--- src/include/thread_addr_defs.svh ---
// Thread addressing subsystem constants
// Widths, thread count and the operand/write address map

`ifndef THREAD_ADDR_DEFS_SVH
`define THREAD_ADDR_DEFS_SVH

// ============================================================
// Datapath widths
// ============================================================
`define ADDR_WIDTH          10
`define WRITE_ADDR_WIDTH    12
`define WORD_WIDTH          36

// ============================================================
// Threads and offsets
// ============================================================
`define THREAD_COUNT        8
`define THREAD_WIDTH        3
`define OFFSET_WIDTH        10
`define OFFSETS_BASE        'h400
`define OFFSETS_WRITE_DELAY 1

// ============================================================
// Operand address map
// ============================================================
`define HIGHMEM_BASE        'h380
`define HIGHMEM_COUNT       64
`define IO_A_BASE           'h3F0
`define IO_B_BASE           'h3F8
`define IO_PORT_COUNT       8
`define IO_INDEX_WIDTH      3

`endif
--- src/thread_addr_pkg.sv ---
// Shared types for the thread addressing subsystem
// Operands, offset writes, results and the two-way address view

`default_nettype none

`include "thread_addr_defs.svh"

package thread_addr_pkg;

    typedef logic [`THREAD_WIDTH-1:0] thread_t;

    typedef struct packed {
        logic                   valid;
        logic [`ADDR_WIDTH-1:0] addr;
    } operand_t;

    typedef struct packed {
        logic                         en;
        logic [`WRITE_ADDR_WIDTH-1:0] addr;
        logic [`WORD_WIDTH-1:0]       data;
    } offset_write_t;

    typedef enum logic [1:0] {
        TARGET_MEM,
        TARGET_HIGHMEM,
        TARGET_IO_A,
        TARGET_IO_B
    } target_e;

    // I/O port ranges are aligned, so the upper bits pick the port
    typedef struct packed {
        logic [`ADDR_WIDTH-`IO_INDEX_WIDTH-1:0] base;
        logic [`IO_INDEX_WIDTH-1:0]             index;
    } io_addr_t;

    typedef union packed {
        logic [`ADDR_WIDTH-1:0] mem;
        io_addr_t               io;
    } addr_view_u;

    typedef struct packed {
        logic       valid;
        thread_t    thread;
        target_e    target;
        addr_view_u addr;
    } operand_result_t;

    // Half-open range check on a zero-extended address
    function automatic logic addr_in_range(input logic [31:0] addr,
                                           input logic [31:0] base,
                                           input logic [31:0] count);
        return (addr >= base) && (addr < base + count);
    endfunction

endpackage

`default_nettype wire

--- src/thread_addressing.sv ---
// Per-thread operand addressing for the barrel processor
// Thread offsets applied to private data, three cycles operand to result

`timescale 1ns/100ps
`default_nettype none

`include "thread_addr_defs.svh"

module thread_addressing
    import thread_addr_pkg::*;
(
    input  wire                  clock,
    input  wire                  rst_n,
    input  wire operand_t        operand,
    input  wire offset_write_t   offset_write,
    output operand_result_t      result
);

    thread_t                  current_thread;
    thread_t                  next_thread;
    logic [`OFFSET_WIDTH-1:0] offset;
    operand_result_t          xlat_operand;

    // ============================================================
    // Thread sequencing and offsets
    // ============================================================
    thread_counter u_thread_counter (
        .clock          (clock),
        .rst_n          (rst_n),
        .current_thread (current_thread),
        .next_thread    (next_thread)
    );

    offset_table u_offset_table (
        .clock          (clock),
        .rst_n          (rst_n),
        .offset_write   (offset_write),
        .next_thread    (next_thread),
        .offset         (offset)
    );

    // ============================================================
    // Translation and steering
    // ============================================================
    operand_translator u_operand_translator (
        .clock          (clock),
        .rst_n          (rst_n),
        .operand        (operand),
        .current_thread (current_thread),
        .offset         (offset),
        .xlat_operand   (xlat_operand)
    );

    target_steer u_target_steer (
        .clock          (clock),
        .rst_n          (rst_n),
        .xlat_operand   (xlat_operand),
        .result         (result)
    );

endmodule

`default_nettype wire

--- src/target_steer.sv ---
// Target classification of the final operand address
// Registers the result with its memory or I/O port class

`timescale 1ns/100ps
`default_nettype none

`include "thread_addr_defs.svh"

module target_steer
    import thread_addr_pkg::*;
(
    input  wire                  clock,
    input  wire                  rst_n,
    input  wire operand_result_t xlat_operand,
    output operand_result_t      result
);

    localparam int BASE_WIDTH = `ADDR_WIDTH - `IO_INDEX_WIDTH;
    localparam logic [BASE_WIDTH-1:0] IO_A_FIELD = BASE_WIDTH'(`IO_A_BASE >> `IO_INDEX_WIDTH);
    localparam logic [BASE_WIDTH-1:0] IO_B_FIELD = BASE_WIDTH'(`IO_B_BASE >> `IO_INDEX_WIDTH);

    // Classed by where the final address lands
    target_e target;

    always_comb begin
        if (addr_in_range(32'(xlat_operand.addr.mem), `HIGHMEM_BASE, `HIGHMEM_COUNT)) begin
            target = TARGET_HIGHMEM;
        end else if (xlat_operand.addr.io.base == IO_A_FIELD) begin
            target = TARGET_IO_A;
        end else if (xlat_operand.addr.io.base == IO_B_FIELD) begin
            target = TARGET_IO_B;
        end else begin
            target = TARGET_MEM;
        end
    end

    // ============================================================
    // Output register
    // ============================================================
    logic       res_valid;
    thread_t    res_thread;
    target_e    res_target;
    addr_view_u res_addr;

    always_ff @(posedge clock) begin
        if (!rst_n) begin
            res_valid <= 1'b0;
        end else begin
            res_valid <= xlat_operand.valid;
        end
    end

    always_ff @(posedge clock) begin
        res_thread <= xlat_operand.thread;
        res_target <= target;
        res_addr   <= xlat_operand.addr;
    end

    always_comb begin
        result.valid  = res_valid;
        result.thread = res_thread;
        result.target = res_target;
        result.addr   = res_addr;
    end

endmodule

`default_nettype wire

--- src/operand_translator.sv ---
// Operand address translation
// Adds the thread offset unless the operand hits High-Mem or an I/O range

`timescale 1ns/100ps
`default_nettype none

`include "thread_addr_defs.svh"

module operand_translator
    import thread_addr_pkg::*;
(
    input  wire                       clock,
    input  wire                       rst_n,
    input  wire operand_t             operand,
    input  wire thread_t              current_thread,
    input  wire [`OFFSET_WIDTH-1:0]   offset,
    output operand_result_t           xlat_operand
);

    // ============================================================
    // Range decode on the raw address
    // ============================================================
    logic in_highmem;
    logic in_io_a;
    logic in_io_b;

    assign in_highmem = addr_in_range(32'(operand.addr), `HIGHMEM_BASE, `HIGHMEM_COUNT);
    assign in_io_a    = addr_in_range(32'(operand.addr), `IO_A_BASE, `IO_PORT_COUNT);
    assign in_io_b    = addr_in_range(32'(operand.addr), `IO_B_BASE, `IO_PORT_COUNT);

    // ============================================================
    // Stage 1: raw and offset addresses side by side
    // ============================================================
    logic                   s1_valid;
    thread_t                s1_thread;
    logic                   s1_use_raw;
    logic [`ADDR_WIDTH-1:0] s1_raw_addr;
    logic [`ADDR_WIDTH-1:0] s1_offset_addr;

    always_ff @(posedge clock) begin
        if (!rst_n) begin
            s1_valid <= 1'b0;
        end else begin
            s1_valid <= operand.valid;
        end
    end

    always_ff @(posedge clock) begin
        s1_thread      <= current_thread;
        s1_raw_addr    <= operand.addr;
        // Wraps modulo the address space
        s1_offset_addr <= operand.addr + offset;
        // Ranges are disjoint
        s1_use_raw     <= in_highmem | in_io_a | in_io_b;
    end

    // ============================================================
    // Stage 2: address select
    // ============================================================
    logic                   s2_valid;
    thread_t                s2_thread;
    logic [`ADDR_WIDTH-1:0] s2_addr;

    always_ff @(posedge clock) begin
        if (!rst_n) begin
            s2_valid <= 1'b0;
        end else begin
            s2_valid <= s1_valid;
        end
    end

    always_ff @(posedge clock) begin
        s2_thread <= s1_thread;
        s2_addr   <= s1_use_raw ? s1_raw_addr : s1_offset_addr;
    end

    // Target is classified downstream
    always_comb begin
        xlat_operand.valid    = s2_valid;
        xlat_operand.thread   = s2_thread;
        xlat_operand.target   = TARGET_MEM;
        xlat_operand.addr.mem = s2_addr;
    end

endmodule

`default_nettype wire

--- src/offset_table.sv ---
// Per-thread base offset storage
// Decodes writes to the offset window and reads ahead for the next thread

`timescale 1ns/100ps
`default_nettype none

`include "thread_addr_defs.svh"

module offset_table
    import thread_addr_pkg::*;
(
    input  wire                       clock,
    input  wire                       rst_n,
    input  wire offset_write_t        offset_write,
    input  wire thread_t              next_thread,
    output logic [`OFFSET_WIDTH-1:0]  offset
);

    localparam int DELAY = `OFFSETS_WRITE_DELAY;
    localparam int LAST  = DELAY - 1;

    // ============================================================
    // Write alignment
    // ============================================================
    logic [DELAY-1:0]              wr_en_pipe;
    logic [`WRITE_ADDR_WIDTH-1:0]  wr_addr_pipe [DELAY];
    logic [`OFFSET_WIDTH-1:0]      wr_data_pipe [DELAY];
    logic                          wr_hit;
    thread_t                       wr_thread;

    always_ff @(posedge clock) begin
        if (!rst_n) begin
            wr_en_pipe <= '0;
        end else begin
            wr_en_pipe[0] <= offset_write.en;
            for (int i = 1; i < DELAY; i++) begin
                wr_en_pipe[i] <= wr_en_pipe[i-1];
            end
        end
    end

    always_ff @(posedge clock) begin
        wr_addr_pipe[0] <= offset_write.addr;
        wr_data_pipe[0] <= offset_write.data[`OFFSET_WIDTH-1:0];
        for (int i = 1; i < DELAY; i++) begin
            wr_addr_pipe[i] <= wr_addr_pipe[i-1];
            wr_data_pipe[i] <= wr_data_pipe[i-1];
        end
    end

    // Only the offset window, one entry per thread
    assign wr_hit = wr_en_pipe[LAST] &&
                    addr_in_range(32'(wr_addr_pipe[LAST]), `OFFSETS_BASE, `THREAD_COUNT);
    assign wr_thread = wr_addr_pipe[LAST][`THREAD_WIDTH-1:0];

    // ============================================================
    // Offset storage
    // ============================================================
    logic [`OFFSET_WIDTH-1:0] offsets [`THREAD_COUNT];

    always_ff @(posedge clock) begin
        if (!rst_n) begin
            for (int i = 0; i < `THREAD_COUNT; i++) begin
                offsets[i] <= '0;
            end
        end else if (wr_hit) begin
            offsets[wr_thread] <= wr_data_pipe[LAST];
        end
    end

    // Read one cycle ahead, lands with the current thread's operand
    always_ff @(posedge clock) begin
        if (!rst_n) begin
            offset <= '0;
        end else begin
            offset <= offsets[next_thread];
        end
    end

endmodule

`default_nettype wire

--- src/thread_counter.sv ---
// Round-robin thread counter for the barrel pipeline
// Also gives the following thread so table reads can start a cycle early

`timescale 1ns/100ps
`default_nettype none

`include "thread_addr_defs.svh"

module thread_counter
    import thread_addr_pkg::*;
(
    input  wire     clock,
    input  wire     rst_n,
    output thread_t current_thread,
    output thread_t next_thread
);

    // Wrap at the last thread
    always_comb begin
        if (current_thread == thread_t'(`THREAD_COUNT - 1)) begin
            next_thread = '0;
        end else begin
            next_thread = current_thread + 1'b1;
        end
    end

    always_ff @(posedge clock) begin
        if (!rst_n) begin
            current_thread <= '0;
        end else begin
            current_thread <= next_thread;
        end
    end

endmodule

`default_nettype wire

--- config.mk ---
export PLATFORM = sky130hd
export DESIGN_NAME = thread_addressing
export DESIGN_NICKNAME = d
export VERILOG_FILES = /design/src/thread_addr_pkg.sv /design/src/thread_addressing.sv /design/src/target_steer.sv /design/src/operand_translator.sv /design/src/offset_table.sv /design/src/thread_counter.sv
export VERILOG_INCLUDE_DIRS = /design/src /design/src/include
export SDC_FILE = /design/constraint.sdc
export NUM_CORES = 1
export LEC_CHECK = 0
export ABC_AREA = 1
export BUFFER_PORTS_ARGS = -buffer_cell sky130_fd_sc_hd__clkbuf_2
export CAP_MARGIN = 10
export CORE_MARGIN = 4
export CORE_UTILIZATION = 60
export CTS_CLUSTER_SIZE = 24
export DETAILED_ROUTE_END_ITERATION = 10
export GPL_ROUTABILITY_DRIVEN = 0
export PLACE_DENSITY = 0.82
export SLEW_MARGIN = 20
export SYNTH_ARGS = -nofsm -noshare
export SYNTH_HDL_FRONTEND = slang
export SYNTH_SLANG_ARGS = --single-unit
--- constraint.sdc ---
create_clock -name clock -period 2.6 [get_ports clock]
set_clock_uncertainty 0.2 [all_clocks]
set_input_delay 0.13 -clock clock [delete_from_list [all_inputs] [get_ports clock]]
set_output_delay 0.13 -clock clock [all_outputs]
set_load 0.02 [all_outputs]
# == Word-level counts from Yosys, hierarchy flattened ==
# Memories as Yosys holds them, arrays and structs flattened. A register that Yosys moved wholly into a read port is not among the register bits.
# Index checks and enable logic that the tools add are counted.
# totals
input_bits,62
mem_bits_rw,102
memories,3
elab_cells,51
output_inout_bits,16
regBits,59
# op_classes
n_mux,11
n_lt_le_gt_ge,9
n_reduce_logical,7
bitwise_logic,2
addsub,2
eq_ne,3
# memory_table
name,depth,word_bits,rd,rd_ports_with_merged_regs,wr,line,rtl
u_offset_table.offsets,8,10,1,1,8,offset_table.sv:59,logic [`OFFSET_WIDTH-1:0] offsets [`THREAD_COUNT];
u_offset_table.wr_addr_pipe,1,12,1,0,1,offset_table.sv:26,logic [`WRITE_ADDR_WIDTH-1:0] wr_addr_pipe [DELAY];
u_offset_table.wr_data_pipe,1,10,1,0,1,offset_table.sv:27,logic [`OFFSET_WIDTH-1:0] wr_data_pipe [DELAY];
# op_table
operator,n
>= comparator 10 bit (second input constant),4
less-than comparator 10 bit (second input constant),3
2-to-1 mux 10 bit,2
== test 7 bit (second input constant),2
>= comparator 12 x 11 -> 1 bit (second input constant),1
less-than comparator 12 x 11 -> 1 bit (second input constant),1
adder 10 bit,1
OR reduction 10 bit,1
2-to-1 mux 3 bit,2
logical AND 1 bit,5
2-to-1 mux 1 bit,5
2-to-1 mux 2 bit,2
adder 3 x 1 -> 3 bit (second input constant),1
== test 3 bit (second input constant),1
OR 1 bit,2
zero test 1 bit,1

# == Logic depth before layout (Yosys ltp) ==
# An unclocked memory read counts as a cell.
# logic_depth
ltp_word,9
mapped_depth,10
depth_no_buf,9

# == Modules after synthesis ==
# Synthesis repeated with hierarchy kept, for this count alone.
# hier_totals
hier_cells,704
hier_area_um2,6617.6
# by_module_without_submodules
module,instances,seq_area_each_um2,area_each_um2,cells_per_inst
offset_table,1,3062.9,4705.8,518
operand_translator,1,780.7,1422.6,146
target_steer,1,320.3,362.8,24
thread_counter,1,60.1,126.4,16

# == Least setup slack after synthesis ==
# Ideal clock, no wire load.
# synth_path
kind,reg-to-reg
from,memory u_offset_table.wr_addr_pipe[0][7] (netlist name)
to,"memory u_offset_table.offsets[1][0] (netlist name), enable pin"
required_ps,2060
synth_period_minus_slack_ps,1730
n_path_buf,1
arrival_ps,1191
setup_ps,340
stages_incl_launch_ff,7
setup_slack_ps,870
cell_sequence,dfxtp_1 nor2_2 nand3b_2 nor2_8 nand4_2 buf_6 nand2_1
# synth_lines
item,line
start: declaration,offset_table.sv:26
end: declaration,offset_table.sv:59

# == Worst setup path in the final report ==
# layout_path
from,register u_thread_counter.current_thread[0]
to,register u_offset_table.offset[6] (read register of u_offset_table.offsets)
# layout_between
elab_chain_len,2
elab_cells_between_ends,3
cone_classes,1 x add/sub; 1 x eq/ne; 1 x mux
# layout_rtl
item,line,rtl
start: declaration,thread_counter.sv:14,"output thread_t current_thread,"
start signal: assignment,thread_counter.sv:31,current_thread <= next_thread;
adder 3 x 1 -> 3 bit or == test 3 bit (tied branches),"thread_counter.sv:23, thread_counter.sv:20",
2-to-1 mux 3 bit (*),thread_counter.sv:20,if (current_thread == thread_t'(`THREAD_COUNT - 1)) begin
end: declaration,offset_table.sv:16,output logic [`OFFSET_WIDTH-1:0] offset
# Mark *: on every way between the ends. The rest lies on a longest branch, timed or not.
# A chain may end at the register's enable or synchronous reset.

==> results.md <==
- Synth area leader: edfxtp_1
- Final Hold Fails: 0
- Slew @ Worst Pin: 863 ps
- Worst hold path class: input pin to flop
- Startpoint types: flop
- Worst skew pair latency: 520 ps
- Unrepaired setup endpoints after global routing: false
- CP Max Fanout: 31
- Residual DRC count: 0
- Final WL: 13.3 mm
- CP Cell Sequence: ha_1 > ha_1 > nor2_4 > inv_1 > o21ai_0 > nand2_1 > nand2_1 > nand2_1
- CP max-delay cell: inv_1
- Layout area overhead: 20.6%
- Setup TNS Final: 0 ps
- CTS Buffer Depth: 2
- Mapped Cells: 606
- Avg Cell Area, Syn: 10.5 um^2
- TritonCTS clock tree: done
- I/O Buffers: 51
- Most frequent cells in the layout: 154 x nor2_1, 100 x nand2_1, 91 x dfxtp_1, 80 x edfxtp_1, 51 x clkbuf_2
- H-Tree Level Count: 4
- Total of max-cap violations: 0
- Most common cell after layout, fill and taps aside: nor2_1
- TritonCTS sink count: 171
- Post-Place Cells: 778
- Detail Route Antenna Nets: 0
- Die area: 12300 um^2
- Vias in the first global route: 4678
- Min Tclk post-route: 2230 ps
- Yosys top cell area share: 0.378
- Tot GR Track Use: 0.220
- Final #Nets: 772
- PD cells: 836 nW/um^2
- Slew Limit Headroom: 0.424
- Leakage Power: 3.59 nW
- Via-to-Cell Ratio: 5.36
- Overall die height: 111 um
- Number of placed I/O pins: 78
- Post-synth ARST share: 0
- Worst vdd ir: 0.493 mV
- Distinct cells, synth: 25
- Syn nets: 680
- Grt ovf: 0
- Hpwl dp: 7.93 mm
- Max stage delay on crit path: 620 ps
- Synth Cell Area: 6360 um^2
- Post-DR wirelength/cell: 15.7 um
- Post-route insts no fill: 847
- Clock Root Buffer: clkbuf_8
- Largest net degree at the start of global routing: 51
- CP endpoint kind: flop
- Seq/Total Area, Yosys: 0.664
- Crit path kind: flop to flop
- Yosys warns: 0
- Final setup fails: 0
- Initial antenna violation count: 0
- Post-synth top flop: dfxtp_1
- CTS buffer count: 17
- Initial drt markers: 428
- Final period utilization: 0.856
- Req. time, crit path: 2860 ps
- Outcome: complete, no violations
- Core Region: 10300 um^2
- First drt pass iteration count: 5
- Share of cells above drive strength 1: 0.163
- Vias: 4539
- Final slew viol count: 0
- Die width: 111 um
- Global-route wire length before repair: 21.2 mm
- Site Rows: 37
- Post-synth EDFFs: 80
- # Post-CTS Setup Buffers: 0
- Top cells by area, synth: edfxtp_1 38%, dfxtp_1 29%, nor2_1 9.1%, nand2_1 5.9%, o21ai_0 3.1%
- Crit-path most repeated cell: nand2_1
- Highest achievable clock rate: 449 MHz
- ANT cells: 0
- FF+latch count, synth: 171
- Clock Pin Slew Worst Setup and Hold Paths: 70 ps
- Critical Path AT: 2490 ps
- Initial core utilization: 0.616
[critical path, delay by kind of cell (launching register included)]
kind | cells | cell delay [ps]
compound gates | 1 | 260
fa+ha+maj | 2 | 350
buf+inv | 1 | 620
flops | 1 | 390
simple gates | 4 | 330
[through the flow]
stage | hold WS, ps | util | total power [mW] | worst slack, ps | instance area [um^2]
after floorplan | -42.3 | - | 3.65 | 870 | 6360
after global placement | 32.4 | 0.648 | 3.83 | 542 | 6690
after detailed placement | 33.9 | 0.648 | 3.87 | 477 | 6690
after CTS | 28.2 | 0.743 | 6.41 | 403 | 7670
after global routing | 33.2 | 0.743 | 6.64 | 249 | 7670
final | 43.3 | 0.743 | 6.41 | 375 | 7670
[synth_stat cells, types with 2 or more instances]
library cell and n:
nor2_1 154, nand2_1 100, dfxtp_1 91, edfxtp_1 80
inv_1 44, o21ai_0 40, a21oi_1 16, nand3_1 12
ha_1 11, mux2_2 10, buf_6 8, nand4_2 8
clkbuf_1 7, buf_2 5, xor2_1 5, buf_1 3
buf_4 2, nand4_1 2, nor2_8 2
[per-layer routing]
layer  vias to the layer above  wire length (um)  share of wire  global-route usage
li1                       2146                 -              -                   -
met1                      2108              4810           0.36               0.224
met2                       228              7000           0.53               0.407
met3                        57               893          0.067              0.0540
met4                         0               596          0.045               0.123
met5                         -                 0              0                   0
[final timing paths]
path / startpoint / endpoint / slack [ps] / cells past startpoint
max: u_thread_counter.current_thread[0] / u_offset_table.offset[6] / 370 / 8
min: offset_write[4] / u_offset_table.wr_data_pipe[0][4] / 40 / 2
max reg2reg: u_thread_counter.current_thread[0] / u_offset_table.offset[6] / 370 / 8
min reg2reg: u_operand_translator.s1_thread[0] / u_operand_translator.s2_thread[0] / 130 / 0
[power by group]
group / internal, mW / switching, mW / total [mW]
logic: 0.271 / 0.467 / 0.738
registers: 3.06 / 0.0853 / 3.14
clock network: 1.47 / 1.06 / 2.53
[flip-flops by register name, summed over array words and instances, names as in the netlist]
register,flops
u_target_steer.res_thread,3
u_target_steer.res_target,2
u_target_steer.res_addr,10
u_target_steer.res_valid,1
u_operand_translator.s1_use_raw,1
u_thread_counter.current_thread,3
u_operand_translator.s1_offset_addr,10
u_offset_table.wr_en_pipe,1
u_operand_translator.s2_addr,10
u_offset_table.offset,10
u_offset_table.offsets,80
u_operand_translator.s1_valid,1
u_operand_translator.s1_raw_addr,10
u_operand_translator.s2_valid,1
u_offset_table.wr_addr_pipe,12
u_offset_table.wr_data_pipe,10
u_operand_translator.s1_thread,3
u_operand_translator.s2_thread,3
[final cells by class]
class | count | area [um^2]
Multi-Input combinational cell | 366 | 1800
Timing Repair Buffer | 98 | 701
Fill cell | 614 | 2650
Clock buffer | 21 | 493
Clock inverter | 11 | 115
Tap cell | 136 | 170
Inverter | 44 | 165
Sequential cell | 171 | 4220
[logic make-up after synthesis]
| kind of cell | Yosys count | share of synthesized area |
|---|---|---|
| flip-flops | 171 | 0.664 |
| adder cells (fa/ha/maj) | 12 | 0.0248 |
| AO/OA/AOI/OAI | 57 | 0.0452 |
| multiplexers | 10 | 0.0177 |
| buffers and inverters | 69 | 0.0523 |
| AND/OR/NAND/NOR | 282 | 0.189 |
| XOR/XNOR | 5 | 0.00689 |
[timing repair]
item / CTS / global route
gates resized for setup: 0 / 0
endpoints found under the hold margin: 49 / 0
setup endpoints to repair: 0 / 0
hold buffers: 37 / 0
Power figures use the tool's default switching activity.
